## config.mk

```make
export PLATFORM = sky130hd
export DESIGN_NAME = pixelPeriphery
export DESIGN_NICKNAME = d
export VERILOG_FILES = /design/src/pixelPkg.sv /design/src/bcidTimer.sv /design/src/flavorReadout.sv /design/src/periphConfig.sv /design/src/pixelPeriphery.sv /design/src/readoutMerger.sv
export SDC_FILE = /design/constraint.sdc
export NUM_CORES = 1
export LEC_CHECK = 0
export BUFFER_PORTS_ARGS = -buffer_cell sky130_fd_sc_hd__buf_2
export CORE_MARGIN = 2
export CORE_UTILIZATION = 63
export CTS_CLUSTER_SIZE = 10
export DETAILED_ROUTE_END_ITERATION = 8
export GPL_ROUTABILITY_DRIVEN = 0
export GPL_TIMING_DRIVEN = 0
export HOLD_SLACK_MARGIN = 0.15
export MAX_ROUTING_LAYER = met4
export PLACE_DENSITY = 0.9
export SYNTH_ARGS = -nofsm -noshare
export SYNTH_HDL_FRONTEND = slang
export SYNTH_SLANG_ARGS = --single-unit
```

## constraint.sdc

```tcl
create_clock -name ClkBx -period 4.26 [get_ports ClkBx]
set_input_delay 0.426 -clock ClkBx [delete_from_list [all_inputs] [get_ports ClkBx]]
set_output_delay 0.426 -clock ClkBx [all_outputs]
set_load 0.1 [all_outputs]
```

## src/pixelPkg.sv

```systemverilog
package pixelPkg;

    // Timestamp width, shared by the BCID counter and every readout word
    localparam int BcidBits = 6;

    // Columns per flavor
    localparam int NumColsPmos = 16;
    localparam int NumColsHv   = 8;

    // PMOS word, column index above the timestamp
    typedef struct packed {
        logic [3:0]          col;
        logic [BcidBits-1:0] bcid;
    } pmosWordT;

    // HV word, 8 columns need only 3 index bits
    typedef struct packed {
        logic [2:0]          col;
        logic [BcidBits-1:0] bcid;
    } hvWordT;

    // Merged output word
    typedef struct packed {
        logic                flavor; // 0 PMOS, 1 HV
        logic [3:0]          col;    // HV index zero-extended
        logic [BcidBits-1:0] bcid;
    } outWordT;

    // Global configuration, MSB first in the serial chain
    // Bit 0 of each two-bit field is PMOS
    typedef struct packed {
        logic                   enPmos;
        logic                   enHv;
        logic [1:0]             enTestPattern;
        logic [1:0]             enHitOr;
        logic [NumColsPmos-1:0] maskPmos; // 1 = column enabled
        logic [NumColsHv-1:0]   maskHv;
    } confT;

    localparam int ConfBits = $bits(confT);

    // Power-on state: readout off, test pattern armed, hit-OR quiet
    localparam confT ConfDefault = '{
        enPmos:        1'b0,
        enHv:          1'b0,
        enTestPattern: 2'b11,
        enHitOr:       2'b00,
        maskPmos:      '1,
        maskHv:        '1
    };

endpackage

```

## src/bcidTimer.sv

```systemverilog
`timescale 1ns/1ps

module bcidTimer (
    input  logic                          ClkBx,
    input  logic                          resetBcid,
    output logic [pixelPkg::BcidBits-1:0] bcidGray
);
    import pixelPkg::*;

    logic                resetBcidQ; // External reset, retimed once
    logic [BcidBits-1:0] bcidBin;

    always_ff @(posedge ClkBx) begin
        resetBcidQ <= resetBcid;
    end

    // Free-running bunch counter, wraps naturally
    always_ff @(posedge ClkBx) begin
        if (resetBcidQ) begin
            bcidBin <= '0;
        end else begin
            bcidBin <= bcidBin + 1'b1;
        end
    end

    // One bit changes per count, safe to sample anywhere in the matrix
    assign bcidGray = bcidBin ^ (bcidBin >> 1);

endmodule

```

## src/flavorReadout.sv

```systemverilog
`timescale 1ns/1ps

module flavorReadout #(
    parameter int  NumCols = pixelPkg::NumColsPmos,
    parameter type WordT   = pixelPkg::pmosWordT
) (
    input  logic                          ClkBx,
    input  logic                          reset_ff,
    input  logic [NumCols-1:0]            colHits,
    input  logic [NumCols-1:0]            colMask,
    input  logic                          enable,
    input  logic                          enTestPattern,
    input  logic                          freeze,
    input  logic [pixelPkg::BcidBits-1:0] bcidGray,
    input  logic                          readAck,
    output logic                          tokReq,
    output WordT                          word,
    output logic                          hitFlag
);
    import pixelPkg::*;

    // Column field is whatever the word leaves above the timestamp
    localparam int ColBits = $bits(WordT) - BcidBits;

    logic [NumCols-1:0] maskedHits;
    logic [NumCols-1:0] doneMask; // Columns already sent this freeze
    logic [NumCols-1:0] pendHits;
    logic               tpDone;   // Test word already sent this freeze

    logic               hitAny;
    logic [ColBits-1:0] hitCol;
    logic               pendAny;
    logic [ColBits-1:0] pendCol;
    logic               capture;

    assign maskedHits = colHits & colMask;
    assign pendHits   = maskedHits & ~doneMask;

    // Lowest pending column wins
    always_comb begin
        hitAny = 1'b0;
        hitCol = '0;
        for (int i = NumCols - 1; i >= 0; i--) begin
            if (pendHits[i]) begin
                hitAny = 1'b1;
                hitCol = ColBits'(i);
            end
        end
    end

    // Test pattern replaces the matrix with one fixed word
    always_comb begin
        if (enTestPattern) begin
            pendAny = !tpDone;
            pendCol = '1;
        end else begin
            pendAny = hitAny;
            pendCol = hitCol;
        end
    end

    // Previous token fully retired once ack is back low
    assign capture = freeze && enable && !tokReq && !readAck && pendAny;

    always_ff @(posedge ClkBx) begin
        if (reset_ff) begin
            doneMask <= '0;
            tpDone   <= 1'b0;
        end else if (!freeze) begin
            doneMask <= '0; // Next freeze starts clean
            tpDone   <= 1'b0;
        end else if (capture) begin
            if (enTestPattern) begin
                tpDone <= 1'b1;
            end else begin
                doneMask[pendCol] <= 1'b1;
            end
        end
    end

    // Token handshake
    always_ff @(posedge ClkBx) begin
        if (reset_ff) begin
            tokReq <= 1'b0;
        end else if (capture) begin
            tokReq <= 1'b1;
        end else if (tokReq && readAck) begin
            tokReq <= 1'b0;
        end
    end

    // Word held stable for the whole token
    always_ff @(posedge ClkBx) begin
        if (capture) begin
            word <= WordT'({pendCol, bcidGray});
        end
    end

    // Fast monitor, independent of readout enable
    always_ff @(posedge ClkBx) begin
        if (reset_ff) begin
            hitFlag <= 1'b0;
        end else begin
            hitFlag <= |maskedHits;
        end
    end

endmodule

```

## src/periphConfig.sv

```systemverilog
`timescale 1ns/1ps

module periphConfig (
    input  logic           ClkBx,
    input  logic           reset_ff,
    input  logic           confSi,
    input  logic           confShift,
    input  logic           loadReq,
    output logic           confSo,
    output logic           loadAck,
    output pixelPkg::confT conf
);
    import pixelPkg::*;

    // Shift register, loaded bit by bit from confSi
    logic [ConfBits-1:0] shadow;

    // Load handshake edges
    logic loadStart;
    logic loadDone;

    assign loadStart = loadReq && !loadAck;
    assign loadDone  = !loadReq && loadAck;

    // Serial chain, new bit enters at the LSB
    always_ff @(posedge ClkBx) begin
        if (reset_ff) begin
            shadow <= ConfDefault;
        end else if (confShift) begin
            shadow <= {shadow[ConfBits-2:0], confSi};
        end
    end

    // MSB leaves first so a read-back sees the word in chain order
    assign confSo = shadow[ConfBits-1];

    // Active copy, changes only on a new load request
    always_ff @(posedge ClkBx) begin
        if (reset_ff) begin
            conf <= ConfDefault;
        end else if (loadStart) begin
            conf <= confT'(shadow);
        end
    end

    // Four-phase ack
    always_ff @(posedge ClkBx) begin
        if (reset_ff) begin
            loadAck <= 1'b0;
        end else if (loadStart) begin
            loadAck <= 1'b1; // Same edge as the copy
        end else if (loadDone) begin
            loadAck <= 1'b0;
        end
    end

endmodule

```

## src/pixelPeriphery.sv

```systemverilog
`timescale 1ns/1ps

module pixelPeriphery (
    input  logic                             ClkBx,
    input  logic                             reset_ff,
    input  logic                             resetBcid,
    input  logic                             confSi,
    input  logic                             confShift,
    input  logic                             loadReq,
    input  logic [pixelPkg::NumColsPmos-1:0] hitsPmos,
    input  logic [pixelPkg::NumColsHv-1:0]   hitsHv,
    input  logic                             freezePmos,
    input  logic                             freezeHv,
    input  logic                             outAck,
    output logic                             confSo,
    output logic                             loadAck,
    output logic                             outReq,
    output pixelPkg::outWordT                outWord,
    output logic [1:0]                       hitOr
);
    import pixelPkg::*;

    confT                conf;
    logic [BcidBits-1:0] bcidGray;

    // Flavor streams into the merger
    logic     pmosReq, pmosAck, pmosHit;
    pmosWordT pmosWord;
    logic     hvReq, hvAck, hvHit;
    hvWordT   hvWord;

    periphConfig i_periphConfig (
        .ClkBx     (ClkBx),
        .reset_ff  (reset_ff),
        .confSi    (confSi),
        .confShift (confShift),
        .loadReq   (loadReq),
        .confSo    (confSo),
        .loadAck   (loadAck),
        .conf      (conf)
    );

    bcidTimer i_bcidTimer (
        .ClkBx     (ClkBx),
        .resetBcid (resetBcid),
        .bcidGray  (bcidGray)
    );

    flavorReadout #(
        .NumCols (NumColsPmos),
        .WordT   (pmosWordT)
    ) i_readoutPmos (
        .ClkBx         (ClkBx),
        .reset_ff      (reset_ff),
        .colHits       (hitsPmos),
        .colMask       (conf.maskPmos),
        .enable        (conf.enPmos),
        .enTestPattern (conf.enTestPattern[0]),
        .freeze        (freezePmos),
        .bcidGray      (bcidGray),
        .readAck       (pmosAck),
        .tokReq        (pmosReq),
        .word          (pmosWord),
        .hitFlag       (pmosHit)
    );

    flavorReadout #(
        .NumCols (NumColsHv),
        .WordT   (hvWordT)
    ) i_readoutHv (
        .ClkBx         (ClkBx),
        .reset_ff      (reset_ff),
        .colHits       (hitsHv),
        .colMask       (conf.maskHv),
        .enable        (conf.enHv),
        .enTestPattern (conf.enTestPattern[1]),
        .freeze        (freezeHv),
        .bcidGray      (bcidGray),
        .readAck       (hvAck),
        .tokReq        (hvReq),
        .word          (hvWord),
        .hitFlag       (hvHit)
    );

    readoutMerger i_readoutMerger (
        .ClkBx    (ClkBx),
        .reset_ff (reset_ff),
        .pmosReq  (pmosReq),
        .pmosWord (pmosWord),
        .hvReq    (hvReq),
        .hvWord   (hvWord),
        .pmosHit  (pmosHit),
        .hvHit    (hvHit),
        .enHitOr  (conf.enHitOr),
        .outAck   (outAck),
        .pmosAck  (pmosAck),
        .hvAck    (hvAck),
        .outReq   (outReq),
        .outWord  (outWord),
        .hitOr    (hitOr)
    );

endmodule

```

## src/readoutMerger.sv

```systemverilog
`timescale 1ns/1ps

module readoutMerger (
    input  logic              ClkBx,
    input  logic              reset_ff,
    input  logic              pmosReq,
    input  pixelPkg::pmosWordT pmosWord,
    input  logic              hvReq,
    input  pixelPkg::hvWordT  hvWord,
    input  logic              pmosHit,
    input  logic              hvHit,
    input  logic [1:0]        enHitOr,
    input  logic              outAck,
    output logic              pmosAck,
    output logic              hvAck,
    output logic              outReq,
    output pixelPkg::outWordT outWord,
    output logic [1:0]        hitOr
);
    import pixelPkg::*;

    logic lastHv;     // Flavor served most recently
    logic pmosValid;  // Token up and not yet taken
    logic hvValid;
    logic canAccept;  // Buffer empty and output handshake idle
    logic grantPmos;
    logic grantHv;

    assign pmosValid = pmosReq && !pmosAck;
    assign hvValid   = hvReq && !hvAck;
    assign canAccept = !outReq && !outAck;

    // Round robin, ties go to the flavor not served last
    assign grantPmos = canAccept && pmosValid && (!hvValid || lastHv);
    assign grantHv   = canAccept && hvValid && (!pmosValid || !lastHv);

    always_ff @(posedge ClkBx) begin
        if (reset_ff) begin
            lastHv <= 1'b1; // PMOS first after reset
        end else if (grantPmos) begin
            lastHv <= 1'b0;
        end else if (grantHv) begin
            lastHv <= 1'b1;
        end
    end

    // Upstream acks, dropped once the token is seen low
    always_ff @(posedge ClkBx) begin
        if (reset_ff) begin
            pmosAck <= 1'b0;
            hvAck   <= 1'b0;
        end else begin
            if (grantPmos) begin
                pmosAck <= 1'b1;
            end else if (!pmosReq) begin
                pmosAck <= 1'b0;
            end
            if (grantHv) begin
                hvAck <= 1'b1;
            end else if (!hvReq) begin
                hvAck <= 1'b0;
            end
        end
    end

    // Output buffer, outReq doubles as the full flag
    always_ff @(posedge ClkBx) begin
        if (reset_ff) begin
            outReq <= 1'b0;
        end else if (grantPmos || grantHv) begin
            outReq <= 1'b1;
        end else if (outReq && outAck) begin
            outReq <= 1'b0;
        end
    end

    always_ff @(posedge ClkBx) begin
        if (grantPmos) begin
            outWord <= outWordT'{flavor: 1'b0, col: pmosWord.col, bcid: pmosWord.bcid};
        end else if (grantHv) begin
            outWord <= outWordT'{flavor: 1'b1, col: {1'b0, hvWord.col}, bcid: hvWord.bcid};
        end
    end

    // Hit-OR, gated by config
    always_ff @(posedge ClkBx) begin
        if (reset_ff) begin
            hitOr <= '0;
        end else begin
            hitOr <= {hvHit, pmosHit} & enHitOr;
        end
    end

endmodule

```

Word level (Yosys, flattened, before mapping)
Index checks and enable logic that the tools add are counted.
W data, S select, Z words.
Word-level totals
  register bits after elaboration: 134
  latch bits: 0
  memory bits (writable): 0
  ROM bits: 0
  bits of input ports: 33
  output and inout bits: 16
  word-level logic and storage cells: 174
  memories kept: 0
Cells by class
  add/sub/neg operators: 1
  multipliers: 0
  divide/modulo/power cells: 0
  order comparisons: 4
  eq/ne operators: 2
  shift operators: 0
  mux-type cells: 72
  bitwise logic cells: 14
  reductions and logical operators: 51
Operators by type and width (number)
  $mux W4: 17
  $mux W1: 42
  $and A16 B16 Y16: 2
  $mux W3: 9
  $logic_and A1 B1 Y1: 22
  $mux W10: 2
  $and A8 B8 Y8: 2
  $not A16 Y16: 1
  $or A16 B16 Y16: 1
  $reduce_or A16 Y1: 1
  $logic_not A1 Y1: 13
  $reduce_bool A2 Y1: 5
  $not A8 Y8: 1
  $or A8 B8 Y8: 1
  $reduce_and A2 Y1: 4
  $reduce_or A8 Y1: 1
  $add A6 B1 Y6 const B: 1
  $xor A6 B5 Y6: 1
  $lt A4 B5 Y1 const B: 1
  $demux W1 S4: 1
  $ge A4 B1 Y1 const B: 1
  $lt A3 B4 Y1 const B: 1
  $ne A2 B1 Y1 const B: 2
  $not A1 Y1: 4
  other kinds (5): 8

Longest topological paths before layout
  word-level depth: 24
  gate-level depth with buffers: 6
  depth with buffers taken out: 6

Modules after synthesis
Synthesis repeated with hierarchy kept, for this count alone.
Unflattened totals
  cells, all modules: 515
  area total of the unflattened synthesis: 5639.2 µm²
Modules (own cells, without submodules)
  periphConfig: instances 1, cells each 204, area an instance 2277.2 µm², sequential area each 1221.2 µm²
  flavorReadout at i_readoutPmos: instances 1, cells each 147, area an instance 1417.6 µm², sequential area each 680.7 µm²
  flavorReadout at i_readoutHv: instances 1, cells each 87, area an instance 904.6 µm², sequential area each 490.5 µm²
  readoutMerger: instances 1, cells each 50, area an instance 730.7 µm², sequential area each 440.4 µm²
  bcidTimer: instances 1, cells each 27, area an instance 309.0 µm², sequential area each 140.1 µm²

Worst setup path after synthesis
OpenSTA, ideal clock, no wires.
  path type: register to register
  start point: reg i_readoutMerger.outReq
  end point: reg i_readoutMerger.outWord[0] (netlist name)
  library setup time: 393 ps
  arrival time: 1689 ps
  data required time: 3867 ps
  slack: 2178 ps
  stages on the path, launching flop included: 2
  buffers on the path: 0
  period minus slack after synthesis: 2082 ps
  cells stage by stage: dfxtp_1 -> a211oi_1
Between the ends
  cells in the longest elaborated chain, start to end: 5
  elaborated cells between the ends (all ways): 7
  those cells by class: reduce/logical (7)
RTL lines
  start: declaration: RTL line readoutMerger.sv:16  | output logic outReq,
  start signal: assignment: RTL line readoutMerger.sv:69  | outReq <= 1'b0;
  start signal: assignment: RTL line readoutMerger.sv:71  | outReq <= 1'b1;
  start signal: assignment: RTL line readoutMerger.sv:73  | outReq <= 1'b0;
  $logic_not A1 Y1 (*): RTL line readoutMerger.sv:31  | assign canAccept = !outReq && !outAck;
  $logic_and A1 B1 Y1 (*): RTL line readoutMerger.sv:31
  $logic_and A1 B1 Y1, on equally long branches (2 in a row): RTL line readoutMerger.sv:35, readoutMerger.sv:34
  $reduce_bool A2 Y1 (no source line) (*)
Every way passes the cells marked *; elsewhere a longest branch is shown, timed or not.
A chain may end at the register's enable or synchronous reset.

Worst setup path in the final report
  start point: reg i_periphConfig.conf[14] (netlist name)
  end point: reg i_readoutPmos.word[7] (netlist bit), enable pin
Between the ends
  cells in the longest elaborated chain, start to end: 11
RTL lines
  $and A16 B16 Y16: RTL line flavorReadout.sv:36  | assign maskedHits = colHits & colMask;
  $and A16 B16 Y16: RTL line flavorReadout.sv:37  | assign pendHits = maskedHits & ~doneMask;
  $mux W1 (7 in a row): RTL line flavorReadout.sv:44  | if (pendHits[i]) begin
  $mux W1: RTL line flavorReadout.sv:53  | if (enTestPattern) begin
  $logic_and A1 B1 Y1: RTL line flavorReadout.sv:63  | assign capture = freeze && enable && !tokReq && !readAck && pendAny;
  net i_readoutPmos.capture: RTL line flavorReadout.sv:34  | logic capture;
  end signal: assignment: RTL line flavorReadout.sv:95  | word <= WordT'({pendCol, bcidGray});
  end: declaration: RTL line flavorReadout.sv:17  | output WordT word,
The timed path passes the listed nets, and every way through them passes these cells.

==> summary.md <==
| Metric | Value |
|---|---|
| Status | finished, final reports clean |
| Final setup viols | 0 |
| Reg2Reg Depth | 6 |
| CTS tree | yes |
| GRT overflow | 0 |
| Critical path, cell by cell | nand3b_4, o2111ai_1, nor3_1, nand2_1, o21ai_0, inv_1 |
| CP Capture Type | register |
| Worst slack, placed | 2000 ps |
| First-pass GRT wire length | 21.0 mm |
| PD cells | 491 mW/mm2 |
| Setup TNS | 0 ps |
| Buf+Inv Stages, Crit Path | 1 |
| Slew headroom | 0.368 |
| WHS Endpoint | i_readoutHv.doneMask[0] |
| Min-Delay Path Class | input port to register |
| Tmin final | 2310 ps |
| RSZ-0062 raised after global routing | false |
| CP max-delay cell | nor3_1 |
| Die Y | 96.3 um |
| Initial antenna violation count | 0 |
| Post-synth ARST share | 0 |
| N_diodes | 0 |
| Most used DFF post-synth | dfxtp_1 |
| Drt first pass iters | 5 |
| Power Total | 3.14 mW |
| Gr usage total | 0.316 |
| CP max FO | 10 |
| Crit Path Class | register to register |
| Final net count | 619 |
| Worst-Margin Slew | 947 ps |
| CP required | 4480 ps |
| Mapped Cells | 513 |
| VDD IR max | 0.364 mV |
| Total die area | 0.00927 mm2 |
| Synth area leader | dfxtp_1 |
| Clock Tree Root | clkbuf_8 |
| EDFF count, synth | 29 |
| Max-slew violations | 0 |
| ANT nets after route | 0 |
| DR WL/cell | 19.0 um |
| Placed Cells | 664 |
| Input/output buffers | 46 |
| Largest net degree at the start of global routing | 17 |
| Share of the synthesized area in the top cell type | 0.392 |
| Clk buf depth | 2 |
| Post-Syn Nets | 551 |
| Final hold viol count | 0 |
| Hold wc startpoint | hitsHv[0] |
| Type of origin of the critical path | register |
| Total number of placement rows | 33 |
| Number of synthesis warnings | 0 |
| Area contributors post-synth | dfxtp_1 39%, edfxtp_1 16%, mux2i_1 11% |
| Synthesized area per cell | 10.5 um2 |
| Distinct cells, synth | 62 |
| Num Clock Sinks | 134 |
| WHS Path Cells | 3 |
| Core footprint | 0.00826 mm2 |
| I/O pins | 49 |
| Yosys reg bits | 134 |
| Die width | 96.3 um |
| Most frequent cells in the layout | 105 x dfxtp_1, 93 x nand2_1, 60 x mux2i_1 |
| CTS H-tree lvls | 4 |
| Post-route insts no fill | 699 |
| Reg clk slew, reported paths | 60 ps |
| Maxcap violations | 0 |
| Post-synthesis sequential area ratio | 0.554 |
| Share of cells above drive strength 1 | 0.163 |
| Number of global-route vias before repair | 4,236 |
| Synthesis-to-finish area growth | 19.0% |
| Leak | 2.64 nW |
| Worst Setup Slack, final | 1950 ps |
| Via count | 4,276 |
| Most common cell after layout, fill and taps aside | dfxtp_1 |
| CTS resizes | 0 |
| CTS buffer count | 17 |
| Crit path arrival time | 2530 ps |
| Initial Utilization | 0.650 |
| Reg-to-reg setup timing slack | 1950 ps |
| Latest clock arrival within the worst-skew pair | 530 ps |
| Detailed-route DRC error count | 0 |
| Final HPWL DP | 8.40 mm |
| FMAX | 434 MHz |
| Period utilization | 0.541 |
| Final core occ | 0.773 |
| CP peak stage delay | 510 ps |
| Vias/cell | 6.12 |
| Reg-to-Reg Start | i_periphConfig.conf[14] |
| Final wirelength | 13.3 mm |
| Largest delay share family, worst path | simple AND/OR/NAND/NOR gates |
| Worst R2R End | i_readoutPmos.word[7] |
| Drt initial violations | 367 |
| Cell area after synthesis | 0.00537 mm2 |
| Final clock skew | 6.19 ps |
worst max path at each step:
stage	start	end	slack [ps]	depth (start not counted)
floorplan	i_readoutMerger.outReq	i_readoutMerger.outWord[0]	2180	1
global placement	hitsPmos[7]	i_readoutPmos.word[5]	1990	7
detailed placement	hitsPmos[7]	i_readoutPmos.word[5]	2000	7
CTS	i_periphConfig.conf[14]	i_readoutPmos.word[3]	2040	6
global route	i_readoutPmos.doneMask[4]	i_readoutPmos.word[7]	1800	6
finish	i_periphConfig.conf[14]	i_readoutPmos.word[7]	1950	6
cell usage after synthesis (all sizes together) (3+ instances only):
cell type and n:
dfxtp 105, a31oi 4, and3 6, inv 11
o211ai 4, a21oi 12, and3b 3, o22ai 4
buf 5, nand3b 11, a22oi 3, mux2 9
clkbuf 15, mux2i 60, nand2 93, a22o 6
o21ai 21, nor2b 3, edfxtp 29, nand4 3
nand3 9, nor3 6, nor2 44, xor2 4
o21bai 3, ha 5
area by class of cell:
| cell class | count | area (um2) |
|---|---|---|
| multi-input combinational | 348 | 2270 |
| inverter | 11 | 41.3 |
| timing repair buffer | 49 | 260 |
| tap | 105 | 131 |
| clock inverter | 15 | 208 |
| clock buffer | 17 | 414 |
| sequential | 134 | 2970 |
| buffer | 20 | 86.3 |
| fill | 507 | 1870 |
routing by layer:
metal	up-vias	global-route usage	share of wire
met1	2033	0.368	0.40
met3	44	0.0814	0.085
met2	231	0.527	0.49
li1	1968	-	-
met4	0	0.121	0.028
met5	-	-	0
power by group:
part	leakage (nW)	internal, mW	switching [mW]	total, mW
Sequential	1.11	1.32	0.0168	1.34
Combinational	1.23	0.0760	0.170	0.246
Clock	0.300	1.00	0.551	1.55
Total	2.64	2.40	0.738	3.14
per-stage QoR:
stage | hold WS, ps | cell area [um2]
6_report | 228 | 6390
5_1_grt | 211 | 6390
4_1_cts | 206 | 6380
3_5_place_dp | 445 | 5730
3_3_place_gp | 429 | 5730
2_1_floorplan | 416 | 5370
sequential cells by signal (all words and copies together), names as in the netlist, 2 cells and up:
register,count
i_periphConfig.shadow,30
i_readoutHv.word,9
i_readoutHv.doneMask,8
i_readoutMerger.outWord,11
i_periphConfig.conf,30
i_bcidTimer.bcidBin,6
i_readoutMerger.hitOr,2
i_readoutPmos.word,10
i_readoutPmos.doneMask,16
logic make-up (layout without fill, tap and decap cells):
family / Yosys count / after routing / synth area share
buffers and inverters: 31 / 112 / 0.0238
muxes: 69 / 69 / 0.131
DFF: 134 / 134 / 0.554
AOI/OAI and AO/OA: 79 / 79 / 0.103
and+or+nand+nor: 190 / 190 / 0.169
xor gates and xnor gates: 5 / 5 / 0.00816
adders and majority gates: 5 / 5 / 0.0117
repair_timing:
| action | in CTS | in global routing |
|---|---|---|
| hold buffers | 3 | 0 |
| buffers inserted | 0 | 0 |
| hold endpoints to repair | 3 | 0 |
worst register-to-register path, cell delays in order (launching register included):
cell and delay, ps:
dfxtp_1 380, nand3b_4 130, o2111ai_1 270, nor3_1 510, nand2_1 150, o21ai_0 300
inv_1 270
Power figures use the tool's default switching activity.
